<file path="src/source/eeprom_pkg.sv">
`default_nettype none

package eeprom_pkg;

    // control byte layout: type code, block bits, r/w bit
    localparam logic [3:0] dev_type = 4'b1010;
    localparam logic       rw_write = 1'b0;
    localparam logic       rw_read  = 1'b1;

    // 2 Kbyte device
    localparam int addr_w = 11;

    // one address word, seen as a memory index or as block plus word byte
    typedef union packed {
        logic [addr_w-1:0] flat;
        struct packed {
            logic [2:0] block;  // goes into the control byte
            logic [7:0] word;   // sent as the address byte
        } split;
    } eeprom_addr_u;

    // op_start is also the repeated start
    typedef enum logic [1:0] {
        op_start,
        op_write,
        op_read,
        op_stop
    } byte_op_e;

endpackage

`default_nettype wire

</file>
<file path="src/source/bit_link_if.sv">
`default_nettype none

interface bit_link_if import eeprom_pkg::*; ();

    // sequencer side
    byte_op_e   op;
    logic       op_valid;    // one cycle, only when nothing is pending
    logic [7:0] tx_byte;
    logic       ack_out;     // host ack after a read, 1 = no-ack

    // shifter side
    logic [7:0] rx_byte;
    logic       ack_in;      // slave ack, 0 = acknowledged
    logic       done;        // last cycle of the operation

    modport seq (
        output op,
        output op_valid,
        output tx_byte,
        output ack_out,
        input  rx_byte,
        input  ack_in,
        input  done
    );

    modport shifter (
        input  op,
        input  op_valid,
        input  tx_byte,
        input  ack_out,
        output rx_byte,
        output ack_in,
        output done
    );

endinterface

`default_nettype wire

</file>
<file path="src/source/byte_shifter.sv">
`default_nettype none

module byte_shifter import eeprom_pkg::*; #(
    parameter int QUARTER_CYCLES = 2
) (
    input  wire          CLK,
    input  wire          RESET,
    bit_link_if.shifter  link,
    output logic         scl,
    output logic         sda_drive_low,
    input  wire          sda_in
);

    localparam int            qw     = (QUARTER_CYCLES > 1) ? $clog2(QUARTER_CYCLES) : 1;
    localparam logic [qw-1:0] q_last = qw'(QUARTER_CYCLES - 1);

    logic          active;
    byte_op_e      op_r;
    logic [7:0]    shreg;
    logic          ack_out_r;
    logic          ack_r;
    logic [3:0]    bit_cnt;     // 0..7 data, 8 ack
    logic [1:0]    phase;       // quarter within the bit
    logic [qw-1:0] qcnt;
    logic          q_end;
    logic          last_bit;
    logic          bit_drive;

    assign q_end = (qcnt == q_last);

    // start and stop are a single bit
    assign last_bit = (op_r == op_write || op_r == op_read) ? (bit_cnt == 4'd8) : 1'b1;

    // sda level for the low phase of the current bit
    always_comb begin
        case (op_r)
            op_write: bit_drive = (bit_cnt == 4'd8) ? 1'b0 : ~shreg[7];
            op_read:  bit_drive = (bit_cnt == 4'd8) ? ~ack_out_r : 1'b0;
            op_stop:  bit_drive = 1'b1;
            default:  bit_drive = 1'b0;  // start needs sda high before scl rises
        endcase
    end

    always_ff @(posedge CLK) begin
        if (RESET) begin
            active        <= 1'b0;
            scl           <= 1'b1;
            sda_drive_low <= 1'b0;
            phase         <= 2'd0;
            qcnt          <= '0;
            bit_cnt       <= 4'd0;
        end else if (!active) begin
            // scl idles high, sda keeps its last level between operations
            if (link.op_valid) begin
                active  <= 1'b1;
                scl     <= 1'b0;
                phase   <= 2'd0;
                qcnt    <= '0;
                bit_cnt <= 4'd0;
            end
        end else begin
            // sda moves one clk after the quarter boundary, clear of the scl edge
            if (qcnt == '0) begin
                if (phase == 2'd0) begin
                    sda_drive_low <= bit_drive;
                end else if (phase == 2'd3 && op_r == op_start) begin
                    sda_drive_low <= 1'b1;   // falling sda, scl high
                end else if (phase == 2'd3 && op_r == op_stop) begin
                    sda_drive_low <= 1'b0;   // rising sda, scl high
                end
            end

            if (q_end) begin
                qcnt  <= '0;
                phase <= phase + 2'd1;
                if (phase == 2'd1) begin
                    scl <= 1'b1;
                end
                if (phase == 2'd3) begin
                    if (last_bit) begin
                        active <= 1'b0;      // scl stays high
                    end else begin
                        scl     <= 1'b0;
                        bit_cnt <= bit_cnt + 4'd1;
                    end
                end
            end else begin
                qcnt <= qcnt + 1'b1;
            end
        end
    end

    always_ff @(posedge CLK) begin
        if (!active && link.op_valid) begin
            op_r      <= link.op;
            shreg     <= link.tx_byte;
            ack_out_r <= link.ack_out;
        end else if (active && q_end) begin
            if (phase == 2'd2) begin
                // middle of scl high
                if (op_r == op_read && bit_cnt < 4'd8) begin
                    shreg <= {shreg[6:0], sda_in};
                end
                if (op_r == op_write && bit_cnt == 4'd8) begin
                    ack_r <= sda_in;
                end
            end else if (phase == 2'd3 && op_r == op_write && bit_cnt < 4'd8) begin
                shreg <= {shreg[6:0], 1'b0};  // next bit to msb
            end
        end
    end

    assign link.rx_byte = shreg;
    assign link.ack_in  = ack_r;
    assign link.done    = active && (phase == 2'd3) && q_end && last_bit;

endmodule

`default_nettype wire

</file>
<file path="src/flat_wrapper.sv">
// flat-port wrapper written by rule: the top's interface ports become plain ports
module byte_shifter_flat import eeprom_pkg::*;
#(
    parameter int QUARTER_CYCLES = 2
)
  (CLK, RESET, scl, sda_drive_low, sda_in, link_op, link_op_valid, link_tx_byte, link_ack_out, link_rx_byte, link_ack_in, link_done);
  bit_link_if link_i ();
  input  wire CLK;
  input  wire RESET;
  output logic scl;
  output logic sda_drive_low;
  input  wire sda_in;
  input wire logic [$bits(link_i.op)-1:0] link_op;
  input wire logic [$bits(link_i.op_valid)-1:0] link_op_valid;
  input wire logic [$bits(link_i.tx_byte)-1:0] link_tx_byte;
  input wire logic [$bits(link_i.ack_out)-1:0] link_ack_out;
  output wire logic [$bits(link_i.rx_byte)-1:0] link_rx_byte;
  output wire logic [$bits(link_i.ack_in)-1:0] link_ack_in;
  output wire logic [$bits(link_i.done)-1:0] link_done;
  assign link_i.op = link_op;
  assign link_i.op_valid = link_op_valid;
  assign link_i.tx_byte = link_tx_byte;
  assign link_i.ack_out = link_ack_out;
  assign link_rx_byte = link_i.rx_byte;
  assign link_ack_in = link_i.ack_in;
  assign link_done = link_i.done;
  byte_shifter #(.QUARTER_CYCLES(QUARTER_CYCLES)) u_core (.CLK(CLK), .RESET(RESET), .link(link_i), .scl(scl), .sda_drive_low(sda_drive_low), .sda_in(sda_in));
endmodule
</file>
<file path="config.mk">
export PLATFORM = sky130hd
export DESIGN_NAME = byte_shifter_flat
export DESIGN_NICKNAME = d
export VERILOG_FILES = /design/src/source/eeprom_pkg.sv /design/src/source/bit_link_if.sv /design/src/source/byte_shifter.sv /design/src/flat_wrapper.sv
export SDC_FILE = /design/constraint.sdc
export NUM_CORES = 1
export LEC_CHECK = 0
export ABC_AREA = 0
export BUFFER_PORTS_ARGS = -buffer_cell sky130_fd_sc_hd__buf_4
export CAP_MARGIN = 30
export CORE_MARGIN = 5
export CORE_UTILIZATION = 45
export CTS_CLUSTER_SIZE = 20
export DETAILED_ROUTE_END_ITERATION = 10
export PLACE_DENSITY = 0.75
export SYNTH_ARGS = -nofsm -noshare
export SYNTH_HDL_FRONTEND = slang
export SYNTH_SLANG_ARGS = --single-unit
</file>
<file path="constraint.sdc">
create_clock -name CLK -period 2.73 [get_ports CLK]
set_clock_uncertainty 0.1 [all_clocks]
set_input_delay 0.273 -clock CLK [delete_from_list [all_inputs] [get_ports CLK]]
set_output_delay 0.273 -clock CLK [all_outputs]
set_load 0.01 [all_outputs]
</file>
Word level (Yosys, flattened, before mapping)

Index checks and enable logic that the tools add are counted.

Register bits after elaboration: 22
Word-level logic and storage cells: 86
Input port bits: 15

Bitwise logic cells: 4
Multiplexer cells: 33
Order comparisons: 1
Equal/unequal tests: 11
Reduce and logical (&&, ||, !) cells: 24
Add/sub/neg operators: 3

Operators by type and width:

| kind                                                  | count |
|---|---|
| 2-to-1 mux 8 bit                                      | 5 |
| 2-to-1 mux 4 bit                                      | 5 |
| 2-to-1 mux 1 bit                                      | 19 |
| logical AND 1 bit                                     | 11 |
| equality test 2 bit, second input constant            | 4 |
| AND reduction 4 bit                                   | 2 |
| 2-to-1 mux 2 bit                                      | 3 |
| inequality test 2 bit, second input constant          | 3 |
| AND reduction 3 bit                                   | 2 |
| nonzero test 3 bit                                    | 2 |
| adder 4 x 1 -> 4 bit, second input constant           | 1 |
| equality test 2 x 1 -> 1 bit, second input constant   | 2 |
| equality test 4 bit, second input constant            | 1 |
| logical NOT 2 bit                                     | 2 |
| < comparator 4 bit, second input constant             | 1 |
| NOT 1 bit                                             | 4 |
| nonzero test 2 bit                                    | 2 |
| inequality test 3 x 2 -> 1 bit, second input constant | 1 |
| case mux 1 bit (3 select lines)                       | 1 |
| adder 2 x 1 -> 2 bit, second input constant           | 1 |
| AND reduction 2 bit                                   | 1 |
| adder 1 bit, second input constant                    | 1 |
| logical NOT 1 bit                                     | 1 |
| logical OR 1 bit                                      | 1 |

Longest topological paths before layout

Depth after elaboration: 7
Gate-level depth with buffers: 6

Least setup slack after synthesis

OpenSTA, ideal clock, no wires.

Kind: register -> register
Start point: register u_core.op_r[1]
End point: register u_core.shreg[0] (netlist: u_core.link.rx_byte[0]), enable pin
Setup slack: 702 ps
Data arrival time: 1542 ps
Clock period less this slack: 2028 ps
Stages on the path, launching flop included: 7
Cell sequence: edfxtp_1 > inv_1 > ha_1 > nand2_1 > nor2_1 > a21oi_1 > o31ai_1

Longest elaborated chain between the ends: 5
Elaborated cells between the ends (all ways): 8
Those cells by class: 3 x eq/ne; 5 x reduce/logical

Ends and longest elaborated chain:

| item                            | RTL line            | text |
|---|---|---|
| start, declared                 | byte_shifter.sv:18  | `byte_op_e op_r;` |
| start signal, assigned          | byte_shifter.sv:95  | `op_r <= link.op;` |
| equality test 2 x 1 -> 1 bit    | byte_shifter.sv:107 | `end else if (phase == 2'd3 && op_r == op_write && bit_cnt < 4'd8) begin` |
| logical AND 1 bit (2 in series) | byte_shifter.sv:107 |  |
| nonzero test 3 bit (no line)    | -                   |  |
| AND reduction 3 bit (no line) * | -                   |  |
| end signal, assigned            | byte_shifter.sv:96  | `shreg <= link.tx_byte;` |
| end signal, assigned            | byte_shifter.sv:102 | `shreg <= {shreg[6:0], sda_in};` |
| end signal, assigned            | byte_shifter.sv:108 | `shreg <= {shreg[6:0], 1'b0};` |
| end, declared                   | byte_shifter.sv:19  | `logic [7:0] shreg;` |

Mark *: on every way between the ends. The rest lies on a longest branch, timed or not.
A chain may end at the register's enable or synchronous reset.

Worst setup path in the final report

Start point: register u_core.phase[0]
End point: output link_done

Longest elaborated chain between the ends: 4

Ends and longest elaborated chain:

| item                            | RTL line            | text |
|---|---|---|
| start, declared                 | byte_shifter.sv:23  | `logic [1:0] phase;` |
| start signal, assigned          | byte_shifter.sv:75  | `phase <= phase + 2'd1;` |
| equality test 2 bit             | byte_shifter.sv:115 | `assign link.done = active && (phase == 2'd3) && q_end && last_bit;` |
| logical AND 1 bit (3 in series) | byte_shifter.sv:115 |  |
| end, declared                   | flat_wrapper.sv:19  | `output wire logic [$bits(link_i.done)-1:0] link_done;` |

Every way passes these cells.

==> qor.csv <==
metric,value,unit
power.leakage,0.6291,nW
place.gp.congestion,0.7511,
ys_ff_latch,22,
synth_nets,141,
irDropWorstVdd,0.0002990,V
clock_latency,0.31,ns
vias_per_cell,5.104,
rsz0062_at_grt,false,
hold_class,in -> reg,
timing.fmax,483.4,MHz
powerDensity,513.1,nW/um^2
clk_pin_slew,0.13,ns
yosysSeqAreaShare,50.39,%
synth_area,1112,um^2
finalHoldViolations,0,
grt_pass1_wl,3691,um
port_buffers,26,
maxCapViolCount,0,
die-width,59.72,um
cts_buffer_depth,2,
wl,2282,um
finalSetupViolations,0,
synth_area_per_cell,9.672,um^2
path_class,reg -> out,
drc,0,
cts_max_level,1,
status,finished clean,
fin_crit,2.069,ns
tightestPinTransition,0.4718,ns
synthDistinctLibCells,31,
grt.total_usage,13.85,%
grt_max_degree,16,
met1_length,979,um
cp.arrival,1.70,ns
nets,170,
cts-buffers-inserted,3,
yosys_warnings,0,
slew_viol_final,0,
cts_root_buf,clkbuf_4,
max_slew_margin,68.51,%
row_count,18,
diodes,0,
ctsResizeCount,0,
met3_length,66,um
cts_tree,done,
drtIter0Drc,17,
start_util,46.16,%
die_height,59.72,um
stdcell_count,173,
drive_gt1_share,23.78,%
p_comb_share,11.8,%
ant_nets,0,
mostFrequentLayoutCells,"nand2_1 (29), buf_4 (27), edfxtp_1 (12)",
fillers,219,
placedCellCount,169,
pwr-share-clk,35.3,%
grt_pass1_vias,828,
synthCells,115,
coreArea,2410,um^2
startpoint_type,flip-flop,
final.period_utilization,75.77,%
cp_max_fo,5,
via_count,883,
pin_count,27,
post_cts_buffers,0,
dr_wl_met2,1197,um
layout_commonest_cell,nand2_1,
intPower,0.0005569,W
p_sw,0.0001570,W
finalSetupTns,0,ns
ctsHoldBuffers,0,
dr.pass1.iters,3,
routed.top_layer,met4,
grt_antenna_before_repair,0,
area_delta_synth_final,25.08,%
end_kind,primary output,
critical_path_required,2.36,ns
wl_per_cell,13.19,um
cts.sinks,22,
place_hpwl,1739,um
grt-ovfl-total,0,
p_total,0.0007139,W
die_area,3566,um^2
rrSetupSlack,0.96,ns
seq_power_share,52.9,%
switching_share,21.99,%
cells in the mapped netlist:
library cell | instances | area, um^2
a22oi_1 | 1 | 7.510
nor2_1 | 8 | 30.03
o22ai_1 | 1 | 6.260
nor3b_1 | 1 | 7.510
o21bai_1 | 1 | 7.510
and2_2 | 1 | 7.510
nand3_2 | 1 | 10.01
a21oi_1 | 5 | 25.02
edfxtp_1 | 12 | 360.4
o31ai_1 | 2 | 15.01
nand3b_1 | 1 | 7.510
a21boi_0 | 1 | 7.510
buf_2 | 2 | 10.01
and2_1 | 1 | 6.260
or4b_1 | 1 | 10.01
o21ai_0 | 1 | 5.000
a311oi_1 | 1 | 8.760
o31a_1 | 1 | 8.760
inv_1 | 8 | 30.03
or3_1 | 1 | 6.260
clkbuf_1 | 1 | 3.750
nand2_1 | 29 | 108.9
and3_2 | 1 | 7.510
nor3_1 | 4 | 20.02
ha_1 | 11 | 137.6
nand3_1 | 1 | 5.000
mux2i_1 | 1 | 10.01
nand2b_1 | 2 | 12.51
xor2_1 | 2 | 17.52
dfxtp_1 | 10 | 200.2
nand4_1 | 2 | 12.51
registers in the layout, indices dropped and copies added (netlist names):
| register | cells |
|---|---|
| u_core.ack_out_r | 1 |
| u_core.active | 1 |
| u_core.bit_cnt | 4 |
| u_core.link.ack_in | 1 |
| u_core.link.rx_byte | 8 |
| u_core.op_r | 2 |
| u_core.phase | 2 |
| u_core.q_end | 1 |
| u_core.scl | 1 |
| u_core.sda_drive_low | 1 |
power by group through the flow:
stage          logic [W]  registers [W]  clock network (W)
2_1_floorplan  0.0000384       0.000389                  0
3_3_place_gp   0.0000832       0.000385                  0
3_5_place_dp   0.0000853       0.000385                  0
4_1_cts        0.0000858       0.000378           0.000256
5_1_grt        0.0000934       0.000380           0.000274
6_report       0.0000843       0.000378           0.000252
per-layer routing:
metal | global-route usage (%) | up-vias
met5 | 0 | -
met1 | 17.41 | 424
li1 | - | 446
met2 | 22.99 | 8
met4 | 5.696 | 0
met3 | 2.808 | 5
through the flow:
| stage | hold WS, ns | util, % | cell area (um^2) | setup WS [ns] |
|---|---|---|---|---|
| 3_3_place_gp | 0.3549 | 55.56 | 1339 | 1.028 |
| 6_report | 0.02892 | 57.74 | 1391 | 0.6614 |
| 3_5_place_dp | 0.3541 | 55.56 | 1339 | 0.9804 |
| 4_1_cts | 0.02621 | 57.74 | 1391 | 0.6913 |
| 5_1_grt | 0.002473 | 57.74 | 1391 | 0.5946 |
| 2_1_floorplan | 0.2719 | - | 1112 | 0.7020 |
logic make-up (layout without fill, tap and decap cells):
group	Yosys count	in the layout	share of synthesized area, %
compound gates	14	14	8.212
xor+xnor	2	2	1.575
fa+ha+maj	11	11	12.37
buf+inv	11	39	3.937
flops	22	22	50.39
mux	1	1	0.8999
simple gates	54	54	22.61
area by class of cell:
class	instances	area, um^2	area share, %
Sequential cell	22	560.5	40.29
Multi-Input combinational cell	82	508.0	36.51
Timing Repair Buffer	27	202.7	14.57
Tap cell	30	37.54	2.698
Clock inverter	1	30.03	2.158
Inverter	8	30.03	2.158
Clock buffer	3	22.52	1.619
final timing paths:
kind / from / end / depth (start not counted)
max reg2reg: u_core.op_r[1]$_DFFE_PN_ / u_core.link.rx_byte[4]$_DFFE_PP_ / 7
min reg2reg: u_core.q_end$_SDFFE_PP0P_ / u_core.q_end$_SDFFE_PP0P_ / 2
min: link_op[0] / u_core.op_r[0]$_DFFE_PN_ / 1
max: u_core.phase[0]$_SDFFE_PP0P_ / link_done / 4
critical path, cell delays in order, from the launching register on:
cell      delay, ns
dfxtp_1        0.43
ha_1           0.23
and3_2         0.25
a21boi_0       0.30
buf_4          0.18
No activity file was read; power rests on OpenSTA's default activity.
