--- config.mk ---
export PLATFORM = sky130hd
export DESIGN_NAME = eeprom_seq_flat
export DESIGN_NICKNAME = d
export VERILOG_FILES = /design/src/source/eeprom_pkg.sv /design/src/source/bit_link_if.sv /design/src/source/eeprom_seq.sv /design/src/flat_wrapper.sv
export SDC_FILE = /design/constraint.sdc
export NUM_CORES = 1
export LEC_CHECK = 0
export ABC_CLOCK_PERIOD_IN_PS = 2650
export BUFFER_PORTS_ARGS = -buffer_cell sky130_fd_sc_hd__buf_4
export CORE_AREA = 2 2 53 79
export CTS_BUF_LIST = sky130_fd_sc_hd__clkbuf_8
export DETAILED_ROUTE_END_ITERATION = 16
export DIE_AREA = 0 0 55 81
export GPL_ROUTABILITY_DRIVEN = 0
export PLACE_DENSITY = 0.67
export SLEW_MARGIN = 15
export SYNTH_ARGS = -nofsm -noshare
export SYNTH_HDL_FRONTEND = slang
export SYNTH_SLANG_ARGS = --single-unit
--- constraint.sdc ---
create_clock -name CLK -period 2.65 [get_ports CLK]
set_input_delay 0.53 -clock CLK [delete_from_list [all_inputs] [get_ports CLK]]
set_output_delay 0.53 -clock CLK [all_outputs]
set_load 0.005 [all_outputs]
--- src/source/eeprom_pkg.sv ---
`default_nettype none

package eeprom_pkg;

    // control byte layout: type code, block bits, r/w bit
    localparam logic [3:0] dev_type = 4'b1010;
    localparam logic       rw_write = 1'b0;
    localparam logic       rw_read  = 1'b1;

    // 2 Kbyte device
    localparam int addr_w = 11;

    // one address word, seen as a memory index or as block plus word byte
    typedef union packed {
        logic [addr_w-1:0] flat;
        struct packed {
            logic [2:0] block;  // goes into the control byte
            logic [7:0] word;   // sent as the address byte
        } split;
    } eeprom_addr_u;

    // op_start is also the repeated start
    typedef enum logic [1:0] {
        op_start,
        op_write,
        op_read,
        op_stop
    } byte_op_e;

endpackage

`default_nettype wire

--- src/source/bit_link_if.sv ---
`default_nettype none

interface bit_link_if import eeprom_pkg::*; ();

    // sequencer side
    byte_op_e   op;
    logic       op_valid;    // one cycle, only when nothing is pending
    logic [7:0] tx_byte;
    logic       ack_out;     // host ack after a read, 1 = no-ack

    // shifter side
    logic [7:0] rx_byte;
    logic       ack_in;      // slave ack, 0 = acknowledged
    logic       done;        // last cycle of the operation

    modport seq (
        output op,
        output op_valid,
        output tx_byte,
        output ack_out,
        input  rx_byte,
        input  ack_in,
        input  done
    );

    modport shifter (
        input  op,
        input  op_valid,
        input  tx_byte,
        input  ack_out,
        output rx_byte,
        output ack_in,
        output done
    );

endinterface

`default_nettype wire

--- src/source/eeprom_seq.sv ---
`default_nettype none

module eeprom_seq import eeprom_pkg::*; (
    input  wire              CLK,
    input  wire              RESET,
    input  wire              wr,
    input  wire              rd,
    input  wire [addr_w-1:0] addr,
    input  wire [7:0]        wr_data,
    output logic [7:0]       rd_data,
    output logic             ack,
    output logic             err,
    output logic             busy,
    bit_link_if.seq          link
);

    // write list:  start, ctrl, addr, data, stop
    // read list:   start, ctrl, addr, start, ctrl+r, read, stop
    localparam logic [2:0] wr_stop_step = 3'd4;
    localparam logic [2:0] rd_stop_step = 3'd6;

    eeprom_addr_u addr_r;
    logic [7:0]   data_r;
    logic         is_read;
    logic [2:0]   step;
    logic         nacked;
    logic         op_valid_r;
    logic         start_req;
    logic [7:0]   ctrl_wr;
    logic [7:0]   ctrl_rd;

    assign start_req = !busy && (wr || rd);

    assign ctrl_wr = {dev_type, addr_r.split.block, rw_write};
    assign ctrl_rd = {dev_type, addr_r.split.block, rw_read};

    // byte operation for the current step
    always_comb begin
        link.op      = op_stop;
        link.tx_byte = 8'h00;
        case (step)
            3'd0: begin
                link.op = op_start;
            end
            3'd1: begin
                link.op      = op_write;
                link.tx_byte = ctrl_wr;      // dummy write for a read too
            end
            3'd2: begin
                link.op      = op_write;
                link.tx_byte = addr_r.split.word;
            end
            3'd3: begin
                if (is_read) begin
                    link.op = op_start;      // repeated start
                end else begin
                    link.op      = op_write;
                    link.tx_byte = data_r;
                end
            end
            3'd4: begin
                if (is_read) begin
                    link.op      = op_write;
                    link.tx_byte = ctrl_rd;
                end
            end
            3'd5: begin
                link.op = op_read;
            end
            default: begin
                link.op = op_stop;
            end
        endcase
    end

    assign link.op_valid = op_valid_r;
    assign link.ack_out  = 1'b1;  // single byte read, always no-ack

    always_ff @(posedge CLK) begin
        if (RESET) begin
            busy       <= 1'b0;
            ack        <= 1'b0;
            err        <= 1'b0;
            op_valid_r <= 1'b0;
            is_read    <= 1'b0;
            step       <= 3'd0;
            nacked     <= 1'b0;
        end else begin
            ack        <= 1'b0;
            err        <= 1'b0;
            op_valid_r <= 1'b0;
            if (start_req) begin
                busy       <= 1'b1;
                is_read    <= !wr;           // wr wins
                step       <= 3'd0;
                nacked     <= 1'b0;
                op_valid_r <= 1'b1;
            end else if (busy && link.done) begin
                if (link.op == op_stop) begin
                    busy <= 1'b0;
                    ack  <= !nacked;
                    err  <= nacked;
                end else begin
                    if (link.op == op_write && link.ack_in) begin
                        // no device answer, finish with stop
                        nacked <= 1'b1;
                        step   <= is_read ? rd_stop_step : wr_stop_step;
                    end else begin
                        step <= step + 3'd1;
                    end
                    op_valid_r <= 1'b1;
                end
            end
        end
    end

    // request payload
    always_ff @(posedge CLK) begin
        if (start_req) begin
            addr_r.flat <= addr;
            data_r      <= wr_data;
        end
    end

    always_ff @(posedge CLK) begin
        if (busy && link.done && link.op == op_read) begin
            rd_data <= link.rx_byte;
        end
    end

endmodule

`default_nettype wire

--- src/flat_wrapper.sv ---
// flat-port wrapper written by rule: the top's interface ports become plain ports
module eeprom_seq_flat import eeprom_pkg::*;
  (CLK, RESET, wr, rd, addr, wr_data, rd_data, ack, err, busy, link_op, link_op_valid, link_tx_byte, link_ack_out, link_rx_byte, link_ack_in, link_done);
  bit_link_if link_i ();
  input  wire CLK;
  input  wire RESET;
  input  wire wr;
  input  wire rd;
  input  wire [addr_w-1:0] addr;
  input  wire [7:0] wr_data;
  output logic [7:0] rd_data;
  output logic ack;
  output logic err;
  output logic busy;
  output wire logic [$bits(link_i.op)-1:0] link_op;
  output wire logic [$bits(link_i.op_valid)-1:0] link_op_valid;
  output wire logic [$bits(link_i.tx_byte)-1:0] link_tx_byte;
  output wire logic [$bits(link_i.ack_out)-1:0] link_ack_out;
  input wire logic [$bits(link_i.rx_byte)-1:0] link_rx_byte;
  input wire logic [$bits(link_i.ack_in)-1:0] link_ack_in;
  input wire logic [$bits(link_i.done)-1:0] link_done;
  assign link_op = link_i.op;
  assign link_op_valid = link_i.op_valid;
  assign link_tx_byte = link_i.tx_byte;
  assign link_ack_out = link_i.ack_out;
  assign link_i.rx_byte = link_rx_byte;
  assign link_i.ack_in = link_ack_in;
  assign link_i.done = link_done;
  eeprom_seq u_core (.CLK(CLK), .RESET(RESET), .wr(wr), .rd(rd), .addr(addr), .wr_data(wr_data), .rd_data(rd_data), .ack(ack), .err(err), .busy(busy), .link(link_i));
endmodule
Word-level counts from Yosys, hierarchy flattened
Cells that the tools add are included.
{"block": "totals", "input_bits": 33, "out_inout_bits": 23, "ff_bits": 36, "elab_cells": 52}
{"block": "op_classes", "add_sub_neg": 1, "eq_ne": 8, "n_mux": 14, "bitwise_logic": 2, "n_reduce_logical": 17}
{"cell": "$pmux 8 s4", "count": 1}
{"cell": "$mux 8", "count": 2}
{"cell": "$pmux 2 s5", "count": 1}
{"cell": "$mux 1", "count": 7}
{"cell": "$eq 3x2->1 const B", "count": 2}
{"cell": "$eq 3x3->1 const B", "count": 2}
{"cell": "$eq 2x2->1 const B", "count": 2}
{"cell": "$logic_and 1x1->1", "count": 4}
{"cell": "$mux 2", "count": 2}
{"cell": "$reduce_and 2->1", "count": 2}
{"cell": "$reduce_bool 2->1", "count": 2}
{"cell": "$reduce_or 2->1", "count": 2}
{"cell": "$reduce_or 4->1", "count": 1}
{"cell": "$add 3x1->3 const B", "count": 1}
{"cell": "$eq 3x1->1 const B", "count": 1}
{"cell": "$logic_not 1->1", "count": 3}
{"cell": "$logic_not 3->1", "count": 1}
{"cell": "$mux 3", "count": 1}
{"cell": "$reduce_and 3->1", "count": 1}
{"cell": "$eq 2x1->1 const B", "count": 1}
{"cell": "$not 1->1", "count": 2}
{"cell": "$logic_or 1x1->1", "count": 1}

Longest topological paths before layout
Gate-level depths: netlist (run 1).
{"block": "depth", "depth_word": 7, "depth_mapped": 7, "depth_no_buf": 7}

Least setup slack after synthesis (run 1)
No wires, ideal clock.
{"block": "synth_timing", "path_kind": "register to register", "start": "reg u_core.step[0]", "end": "reg u_core.rd_data[0] (enable)", "stages_incl_launch_ff": 6, "required_ns": 2.267, "n_path_buf": 0, "arrival_time_ns": 2.050, "setup_slack_ns": 0.216, "cell_sequence": "dfxtp_1 -> ha_1 -> ha_1 -> nor2b_1 -> or4_4 -> nor3_1"}
{"block": "synth_via", "elab_chain_len": 5}
{"item": "from (decl)", "line": "eeprom_seq.sv:25", "rtl": "logic [2:0] step;"}
{"item": "from (signal assigned)", "line": "eeprom_seq.sv:107", "rtl": "step <= is_read ? rd_stop_step : wr_stop_step;"}
{"item": "from (signal assigned)", "line": "eeprom_seq.sv:109", "rtl": "step <= step + 3'd1;"}
{"item": "$eq 3x1->1 / $eq 3x2->1 (equally long branches)", "line": "eeprom_seq.sv:41", "rtl": "case (step)"}
{"item": "$reduce_or 2->1 (no line)"}
{"item": "$pmux 2 s5 *", "line": "eeprom_seq.sv:41"}
{"item": "named net link_op[0]", "line": "flat_wrapper.sv:15", "rtl": "output wire logic [$bits(link_i.op)-1:0] link_op;"}
{"item": "$eq 2x2->1 *", "line": "eeprom_seq.sv:126", "rtl": "if (busy && link.done && link.op == op_read) begin"}
{"item": "$logic_and 1x1->1 *", "line": "eeprom_seq.sv:126"}
{"item": "to (signal assigned)", "line": "eeprom_seq.sv:127", "rtl": "rd_data <= link.rx_byte;"}
{"item": "to (decl)", "line": "eeprom_seq.sv:10", "rtl": "output logic [7:0] rd_data,"}
Mark *: on every way through the listed nets, which the timed path passes. The rest lies on a longest branch.
A chain may end at the register's enable or synchronous reset.

Final worst setup path (run 1)
{"block": "layout_timing", "start": "reg u_core.step[2]", "end": "out link_op[0]"}
{"block": "layout_via", "elab_chain_len": 3}
{"item": "$eq 3x1->1 / $eq 3x2->1 (equally long branches)", "line": "eeprom_seq.sv:41"}
{"item": "$reduce_or 2->1 (no line)"}
{"item": "$pmux 2 s5 *", "line": "eeprom_seq.sv:41"}
{"item": "to (decl)", "line": "flat_wrapper.sv:15"}
Mark *: on every way between the ends. The rest lies on a longest branch, timed or not.

==> results of run 1 <==
## critical path, stage by stage (launching register included)
cell	delay [ps]
dfxtp_1	440
inv_1	120
ha_1	220
nor2b_1	160
or4_4	550
buf_4	160
## cell type report
| cell class | count | area, um2 | area share, % |
|---|---|---|---|
| flip-flops and latches | 36 | 992 | 48.5 |
| repair buffers | 56 | 420 | 20.6 |
| clock buffers | 5 | 68.8 | 3.37 |
| well taps | 45 | 56.3 | 2.75 |
| inverters | 8 | 30.0 | 1.47 |
| multi-input cells | 65 | 464 | 22.7 |
| clock inverters | 3 | 12.5 | 0.612 |
## through the flow
| step | cells | power [mW] | util, % | setup WS, ps |
|---|---|---|---|---|
| finish | 218 | 1.15 | 53.1 | 192 |
| global route | 218 | 1.19 | 53.1 | 39.2 |
| CTS | 218 | 1.16 | 53.0 | 71.8 |
| detailed placement | 210 | 0.798 | 50.8 | 403 |
| global placement | 210 | 0.793 | 50.8 | 409 |
| floorplan | 111 | 0.728 | - | 216 |
## final timing paths
kind	to	slack [ps]	depth (start not counted)
min reg2reg	u_core.ack	430	1
max	link_op[0]	190	5
min	u_core.addr_r[10]	410	1
max reg2reg	u_core.step[0]	360	7
## power breakdown
part           internal, mW  switching [mW]  leakage, nW  total, mW
registers             0.643          0.0145        0.332      0.657
clock network         0.177           0.190       0.0505      0.367
logic                0.0677          0.0611        0.459      0.129
total                 0.887           0.266        0.841       1.15
## kinds of logic (layout without fill, tap and decap cells)
group	after synthesis	count (layout)	synth area share, %
simple gates	31	31	12.1
other cells	1	1	0.251
buf+inv	10	72	2.76
compound gates	27	27	13.6
fa+ha+maj	6	6	5.02
flops	36	36	66.3
## timing repair
item | CTS | global route
setup endpoints to repair | 0 | 7
gates resized for setup | 0 | 3
endpoints found under the hold margin | 0 | 0
## per-layer routing
metal,part of all wire [%],vias up,GRT usage (%)
met4,1.9,0,8.54
li1,-,545,-
met1,33,520,13.9
met2,57,60,29.4
met3,8.1,6,4.04
met5,0,-,0
## sequential cells by signal, indices dropped and copies added (netlist names)
name and flops:
u_core.nacked 1, u_core.data_r 8, u_core.ack 1, u_core.err 1, u_core.step 3, u_core.is_read 1, u_core.link.op_valid 1, u_core.rd_data 8
u_core.addr_r 11, u_core.busy 1
## synthesized netlist by cell type
cell       count
nand2b_1       1
dfxtp_1        9
nor4_1         2
nor2b_1        3
inv_1          8
a22oi_1        2
a21boi_4       1
ha_1           6
nor2_1         7
nor3_1         4
conb_1         1
nand3_1        3
o2bb2ai_1      1
or4_1          1
or3_4          1
o21ai_0        4
and4_1         1
a21oi_1        7
a211oi_1       3
or4_4          1
a22o_1         1
and2_2         1
buf_4          1
or3_1          1
nand2_1        3
a222oi_1       3
and2b_2        1
a221oi_1       3
nand2b_2       1
o21ba_1        1
a21o_1         1
clkbuf_1       1
edfxtp_1      27
==> report_table.html, run 1 <==
<table>
<tr><th>Metric</th><th>Value</th></tr>
<tr><th colspan="2">Global routing</th></tr>
<tr><td>Via count of the first global-routing pass</td><td>between 1k and 1.5k</td></tr>
<tr><td>Remaining global-route overflow</td><td>0</td></tr>
<tr><td>Global-route wire length before repair</td><td>slightly below 5000 um</td></tr>
<tr><td>GRT Total Usage</td><td>between 10% and 20%</td></tr>
<tr><td>Largest net degree at the start of global routing</td><td>20</td></tr>
<tr><td>Number of antenna violations at the first check in global routing</td><td>0</td></tr>
<tr><th colspan="2">Cells and area</th></tr>
<tr><td>Commonest cells after routing, fill and taps aside</td><td>56 x buf_4, 27 x edfxtp_1, 10 x inv_1</td></tr>
<tr><td>Commonest non-fill, non-tap cell in the layout</td><td>buf_4</td></tr>
<tr><td>Proportion of layout cells with a drive suffix above 1</td><td>between 40% and 50%</td></tr>
<tr><td>N_diodes</td><td>0</td></tr>
<tr><td>Signed area change from the synthesized netlist to the final layout</td><td>36.9%</td></tr>
<tr><td>Fill cell total of the finished layout</td><td>~340</td></tr>
<tr><td>Design Area, Final</td><td>2040 um2</td></tr>
<tr><td>Total number of nets in the final design</td><td>211</td></tr>
<tr><th colspan="2">Timing</th></tr>
<tr><td>Fin crit period</td><td>about 2500 ps</td></tr>
<tr><td>Setup skew after layout</td><td>around 6.5 ps</td></tr>
<tr><td>Sum Neg Setup Slack</td><td>0 ps</td></tr>
<tr><td>Actual slew at the worst max-slew pin</td><td>706 ps</td></tr>
<tr><td>Hold Vio Cnt, Final</td><td>0</td></tr>
<tr><td>RSZ-0062 raised after global routing</td><td>no</td></tr>
<tr><td>Max-slew violation total from the final report</td><td>0</td></tr>
<tr><td>Total of endpoints with negative setup slack in the final report</td><td>0</td></tr>
<tr><td>Hold Slack</td><td>just over 400 ps</td></tr>
<tr><td>Relative max-transition margin</td><td>52.9%</td></tr>
<tr><td>Upper clock frequency limit</td><td>between 400 and 500 MHz</td></tr>
<tr><td>Final cycle utilization of the critical path</td><td>~90%</td></tr>
<tr><th colspan="2">Logic synthesis</th></tr>
<tr><td>Sequential area share after synthesis</td><td>between 60% and 70%</td></tr>
<tr><td>Cell variety after synth</td><td>33</td></tr>
<tr><td>Number of nets produced by synthesis</td><td>150</td></tr>
<tr><td>Average footprint of a synthesized cell</td><td>between 10 and 15 um2</td></tr>
<tr><td>Cell types with the largest area share after synthesis</td><td>edfxtp_1 54%, dfxtp_1 12%, ha_1 5.0%</td></tr>
<tr><td>Area share of the largest cell type after synthesis</td><td>between 50% and 60%</td></tr>
<tr><td>Biggest area consumer among synthesized cells</td><td>edfxtp_1</td></tr>
<tr><td>YS warnings</td><td>0</td></tr>
<tr><td>Post-synthesis register bit count</td><td>36</td></tr>
<tr><td>Synthesized cell area</td><td>between 1000 and 1500 um2</td></tr>
<tr><td>Syn Inst Count</td><td>~110</td></tr>
<tr><th colspan="2">Floorplan</th></tr>
<tr><td>Site Rows</td><td>28</td></tr>
<tr><td>Die height</td><td>about 80 um</td></tr>
<tr><td>Number of placed I/O pins</td><td>56</td></tr>
<tr><td>Initial standard-cell utilization of the core</td><td>38.8%</td></tr>
<tr><td>Total die area</td><td>about 4500 um2</td></tr>
<tr><td>Die X-Extent</td><td>55 um</td></tr>
<tr><td>Core region area</td><td>~3900 um2</td></tr>
<tr><th colspan="2">Pwr</th></tr>
<tr><td>Pwr dens</td><td>564 nW/um2</td></tr>
<tr><td>Peak supply drop</td><td>about 0.33 mV</td></tr>
<tr><td>Leakage</td><td>roughly 0.84 nW</td></tr>
<tr><th colspan="2">Hold path</th></tr>
<tr><td>Min-delay worst type</td><td>in -&gt; reg</td></tr>
<tr><td>Hold path start</td><td>addr[10]</td></tr>
<tr><th colspan="2">Routing</th></tr>
<tr><td>Average via count per standard cell</td><td>~5.2</td></tr>
<tr><td>Vias</td><td>~1.1k</td></tr>
<tr><td>Residual DRC</td><td>0</td></tr>
<tr><td>Starting DRC count in detailed routing</td><td>22</td></tr>
<tr><td>1st-pass router iterations</td><td>5</td></tr>
<tr><td>Routed len/inst</td><td>about 15 um</td></tr>
<tr><td>Detailed-route wire length</td><td>~3200 um</td></tr>
<tr><td>Count of antenna-violating nets left after detailed routing</td><td>0</td></tr>
<tr><th colspan="2">Clock tree</th></tr>
<tr><td>Clock slew at reported path FFs</td><td>about 70 ps</td></tr>
<tr><td>Worst skew pair latency</td><td>between 200 and 300 ps</td></tr>
<tr><td>Maximum buffer depth of the clock tree</td><td>2</td></tr>
<tr><td>CTS sink count</td><td>36</td></tr>
<tr><td>Buffer cell driving the clock tree root</td><td>clkbuf_8</td></tr>
<tr><td>Total CTS buffers</td><td>5</td></tr>
<tr><td>Clock tree from TritonCTS</td><td>done</td></tr>
<tr><td>H-tree level count</td><td>2</td></tr>
<tr><td>Hold_buf cts</td><td>0</td></tr>
<tr><td>Setup Buffers After CTS</td><td>0</td></tr>
<tr><th colspan="2">Run status</th></tr>
<tr><td>Status</td><td>finished, final reports clean</td></tr>
<tr><th colspan="2">Worst setup path</th></tr>
<tr><td>Crit Path Class</td><td>reg -&gt; out</td></tr>
<tr><td>Crit path launch</td><td>u_core.step[2]</td></tr>
<tr><td>Required time at the worst-slack endpoint</td><td>~2100 ps</td></tr>
<tr><td>Critical register-to-register path startpoint</td><td>u_core.step[2]</td></tr>
<tr><td>Startpoint class of the critical path</td><td>register</td></tr>
<tr><td>Element type at the critical path end</td><td>output port</td></tr>
<tr><td>Maximum fanout along the worst path</td><td>8</td></tr>
<tr><td>Data arrival time of the critical path</td><td>1930 ps</td></tr>
<tr><th colspan="2">Placed design</th></tr>
<tr><td>Port buffer count</td><td>54</td></tr>
<tr><td>Post-DP HPWL</td><td>~2400 um</td></tr>
<tr><td>Post-DP Area</td><td>a little under 2000 um2</td></tr>
<tr><th colspan="2">Job</th></tr>
<tr><td>Max Cap Viol</td><td>0</td></tr>
</table>
(Power assumes the default switching activity.)
==> run 2: changes to the inputs <==
CELL_PAD_IN_SITES_DETAIL_PLACEMENT = 1   (was not set)
CELL_PAD_IN_SITES_GLOBAL_PLACEMENT = 2   (was not set)
CORE_AREA = 2 2 59 89   (was 2 2 53 79)
DIE_AREA = 0 0 61 91   (was 0 0 55 81)
PLACE_DENSITY = 0.79   (was 0.67)
==> run 2 against run 1 <==
  * Worst setup slack got worse by 77 ps
  * Largest power group unchanged
  * Register-to-register slack got worse by 90 ps
  * Sequential cell count did not move
  * Combinational power barely moved
  * Non-clock buffer count did not move
  * Core utilization fell by 9.5 points
  * Count of clock-buffer cells in the layout did not move
  * First-iteration DRC count fell by 14%
  * Global-route usage fell by 1.6 points
  * Via count fell by 0.18%
  * Clock power barely moved
  * Critical path depth did not move
  * Largest cell class unchanged
==> report_table.html, run 2 (synthesis results as in run 1) <==
<table>
<tr><th>Metric</th><th>Value</th></tr>
<tr><th colspan="2">Pwr</th></tr>
<tr><td>Peak supply drop</td><td>0.375 mV (+15%)</td></tr>
<tr><td>Total design power</td><td>1.16 mW (+0.66%)</td></tr>
<tr><td>Pwr dens</td><td>559 nW/um2 (-0.92%)</td></tr>
<tr><td>Leakage</td><td>0.838 nW (-0.37%)</td></tr>
<tr><th colspan="2">Clock tree</th></tr>
<tr><td>Clock tree from TritonCTS</td><td>done</td></tr>
<tr><td>Buffer cell driving the clock tree root</td><td>clkbuf_8</td></tr>
<tr><td>Clock slew at reported path FFs</td><td>70 ps (about the same)</td></tr>
<tr><td>Worst skew pair latency</td><td>290 ps (about the same)</td></tr>
<tr><td>H-tree level count</td><td>2 (unchanged)</td></tr>
<tr><td>Hold_buf cts</td><td>0 (unchanged)</td></tr>
<tr><td>Total CTS buffers</td><td>5 (unchanged)</td></tr>
<tr><td>Maximum buffer depth of the clock tree</td><td>2 (unchanged)</td></tr>
<tr><td>CTS sink count</td><td>36 (unchanged)</td></tr>
<tr><td>Setup Buffers After CTS</td><td>0 (unchanged)</td></tr>
<tr><th colspan="2">Cells and area</th></tr>
<tr><td>Largest registers ranked by flip-flop count</td><td>u_core.addr_r: 11 flops, u_core.data_r: 8 flops, u_core.rd_data: 8 flops</td></tr>
<tr><td>Largest register by flop count</td><td>u_core.addr_r</td></tr>
<tr><td>N_diodes</td><td>0 (unchanged)</td></tr>
<tr><td>Fill cell total of the finished layout</td><td>523 (+52%)</td></tr>
<tr><td>Proportion of layout cells with a drive suffix above 1</td><td>41.6% (+1.2 points)</td></tr>
<tr><td>Signed area change from the synthesized netlist to the final layout</td><td>39.0%</td></tr>
<tr><td>Commonest cells after routing, fill and taps aside</td><td>56 x buf_4, 27 x edfxtp_1, 9 x dfxtp_1</td></tr>
<tr><td>Design Area, Final</td><td>2080 um2 (+1.6%)</td></tr>
<tr><td>Number of flip-flops in the largest register</td><td>11 (unchanged)</td></tr>
<tr><td>Commonest non-fill, non-tap cell in the layout</td><td>buf_4</td></tr>
<tr><td>Total number of nets in the final design</td><td>211 (unchanged)</td></tr>
<tr><th colspan="2">Placed design</th></tr>
<tr><td>Post-DP HPWL</td><td>2870 um (+19%)</td></tr>
<tr><td>Port buffer count</td><td>54 (unchanged)</td></tr>
<tr><td>Post-DP Area</td><td>1990 um2 (+1.3%)</td></tr>
<tr><th colspan="2">Timing</th></tr>
<tr><td>Max-slew violation total from the final report</td><td>0 (unchanged)</td></tr>
<tr><td>RSZ-0062 raised after global routing</td><td>no</td></tr>
<tr><td>Setup skew after layout</td><td>6.23 ps (-0.272 ps)</td></tr>
<tr><td>Final cycle utilization of the critical path</td><td>95.7% (+2.9 points)</td></tr>
<tr><td>Total of endpoints with negative setup slack in the final report</td><td>0 (unchanged)</td></tr>
<tr><td>Hold Vio Cnt, Final</td><td>0 (unchanged)</td></tr>
<tr><td>Upper clock frequency limit</td><td>394 MHz (-3.1%)</td></tr>
<tr><td>Actual slew at the worst max-slew pin</td><td>715 ps (+8.90 ps)</td></tr>
<tr><td>Fin crit period</td><td>2540 ps (+77.5 ps)</td></tr>
<tr><td>Sum Neg Setup Slack</td><td>0 ps (unchanged)</td></tr>
<tr><td>Relative max-transition margin</td><td>52.3% (-0.59 points)</td></tr>
<tr><th colspan="2">Routing</th></tr>
<tr><td>Average via count per standard cell</td><td>4.72 (-8.9%)</td></tr>
<tr><td>Detailed-route wire length</td><td>3610 um (+13%)</td></tr>
<tr><td>Residual DRC</td><td>0 (unchanged)</td></tr>
<tr><td>Vias</td><td>1129 (-0.18%)</td></tr>
<tr><td>Starting DRC count in detailed routing</td><td>19 (-14%)</td></tr>
<tr><td>Count of antenna-violating nets left after detailed routing</td><td>0 (unchanged)</td></tr>
<tr><td>1st-pass router iterations</td><td>4 (-1)</td></tr>
<tr><td>Routed len/inst</td><td>15.1 um (+3.1%)</td></tr>
<tr><th colspan="2">Run status</th></tr>
<tr><td>Status</td><td>finished, final reports clean</td></tr>
<tr><th colspan="2">Worst setup path</th></tr>
<tr><td>Startpoint class of the critical path</td><td>register</td></tr>
<tr><td>Element type at the critical path end</td><td>output port</td></tr>
<tr><td>Peak per-stage delay on the critical path</td><td>550 ps (about the same)</td></tr>
<tr><td>Length in cells of the worst reg-to-reg path</td><td>7 (unchanged)</td></tr>
<tr><td>Required time at the worst-slack endpoint</td><td>2120 ps (about the same)</td></tr>
<tr><td>Critical path buffers and inverters</td><td>2 (unchanged)</td></tr>
<tr><td>Data arrival time of the critical path</td><td>2010 ps (+80 ps)</td></tr>
<tr><td>Crit-path leading delay family</td><td>simple AND/OR/NAND/NOR gates</td></tr>
<tr><td>R2R Setup Slk</td><td>270 ps (-90 ps)</td></tr>
<tr><td>Critical register-to-register path startpoint</td><td>u_core.step[2]</td></tr>
<tr><td>Cell-by-cell listing of the critical path</td><td>inv_1 -&gt; ha_1 -&gt; nor2b_1 -&gt; or4_4 -&gt; buf_4</td></tr>
<tr><td>Highest-delay cell along the critical path</td><td>or4_4</td></tr>
<tr><td>Crit Path Class</td><td>reg -&gt; out</td></tr>
<tr><td>Reg-to-reg critical path endpoint</td><td>u_core.step[0]</td></tr>
<tr><td>Maximum fanout along the worst path</td><td>8 (unchanged)</td></tr>
<tr><th colspan="2">Floorplan</th></tr>
<tr><td>Die X-Extent</td><td>61 um (+11%)</td></tr>
<tr><td>Core region area</td><td>4770 um2 (+24%)</td></tr>
<tr><td>Die height</td><td>91 um (+12%)</td></tr>
<tr><td>Total die area</td><td>5550 um2 (+25%)</td></tr>
<tr><td>Site Rows</td><td>31 (+11%)</td></tr>
<tr><td>Initial standard-cell utilization of the core</td><td>31.3% (-7.5 points)</td></tr>
<tr><td>Number of placed I/O pins</td><td>56 (unchanged)</td></tr>
<tr><th colspan="2">Hold path</th></tr>
<tr><td>Hold path start</td><td>wr_data[5]</td></tr>
<tr><td>Worst hold stages</td><td>1 (unchanged)</td></tr>
<tr><td>Min-delay worst type</td><td>in -&gt; reg</td></tr>
<tr><td>Endpoint of the worst hold-timing path</td><td>u_core.data_r[5]</td></tr>
<tr><th colspan="2">Job</th></tr>
<tr><td>Max Cap Viol</td><td>0 (unchanged)</td></tr>
<tr><th colspan="2">Global routing</th></tr>
<tr><td>GRT Total Usage</td><td>14.0% (-1.6 points)</td></tr>
<tr><td>Number of antenna violations at the first check in global routing</td><td>0 (unchanged)</td></tr>
<tr><td>Largest net degree at the start of global routing</td><td>20 (unchanged)</td></tr>
<tr><td>Remaining global-route overflow</td><td>0 (unchanged)</td></tr>
<tr><td>Global-route wire length before repair</td><td>5740 um (+19%)</td></tr>
<tr><td>Via count of the first global-routing pass</td><td>1265 (+8.5%)</td></tr>
</table>
==> run 2: worst max-delay path by stage <==
| stage | slack (ps) | end | cells past startpoint | start |
|---|---|---|---|---|
| 3_5_place_dp | 310 | u_core.step[1] | 7 | u_core.step[2] |
| 4_1_cts | 20 | link_tx_byte[0] | 6 | u_core.step[0] |
| 6_report | 110 | link_op[0] | 5 | u_core.step[2] |
| 2_1_floorplan | 220 | u_core.rd_data[0] | 5 | u_core.step[0] |
| 5_1_grt | 20 | link_tx_byte[2] | 8 | u_core.step[0] |
| 3_3_place_gp | 390 | link_tx_byte[0] | 6 | u_core.step[0] |
==> run 2: power breakdown <==
group	switching, mW	leakage, nW	internal (mW)
logic	0.0628	0.461	0.0682
registers	0.0164	0.331	0.643
clock network	0.192	0.0453	0.178
==> run 2: stage by stage <==
stage	hold WS [ps]	instances	util (%)	setup WS [ps]
after floorplan	401	111	-	216
final	412	239	43.5	114
after detailed placement	433	231	41.6	310
after CTS	406	239	43.4	23.5
after global placement	409	231	41.6	391
after global routing	396	239	43.5	23.4
==> run 2: layer usage <==
| metal | up-vias | part of all wire (%) | global-route usage [%] |
|---|---|---|---|
| met5 | - | 0 | 0 |
| met4 | 0 | 1.6 | 6.16 |
| met3 | 7 | 6.7 | 4.56 |
| met2 | 43 | 58 | 25.0 |
| met1 | 537 | 34 | 13.9 |
| li1 | 542 | - | - |
==> run 2: timing repair <==
action / in CTS / in global routing
gates resized for setup: 0 / 4
setup endpoints to repair: 0 / 7
endpoints found under the hold margin: 0 / 0
==> run 2: cell type report <==
cell class	instances	area (um2)	area share, %
Clock buffer	5	68.8	3.31
Sequential cell	36	991	47.7
Timing Repair Buffer	56	420	20.2
Inverter	8	30.0	1.45
Multi-Input combinational cell	65	470	22.7
Tap cell	66	82.6	3.98
Clock inverter	3	13.8	0.663
==> run 2: worst register-to-register path, stage by stage, from the launching register on <==
cell	delay, ps
dfxtp_1	480
inv_1	130
ha_1	240
nor2b_1	170
or3_1	410
and4_1	250
or4_1	500
a21oi_1	140
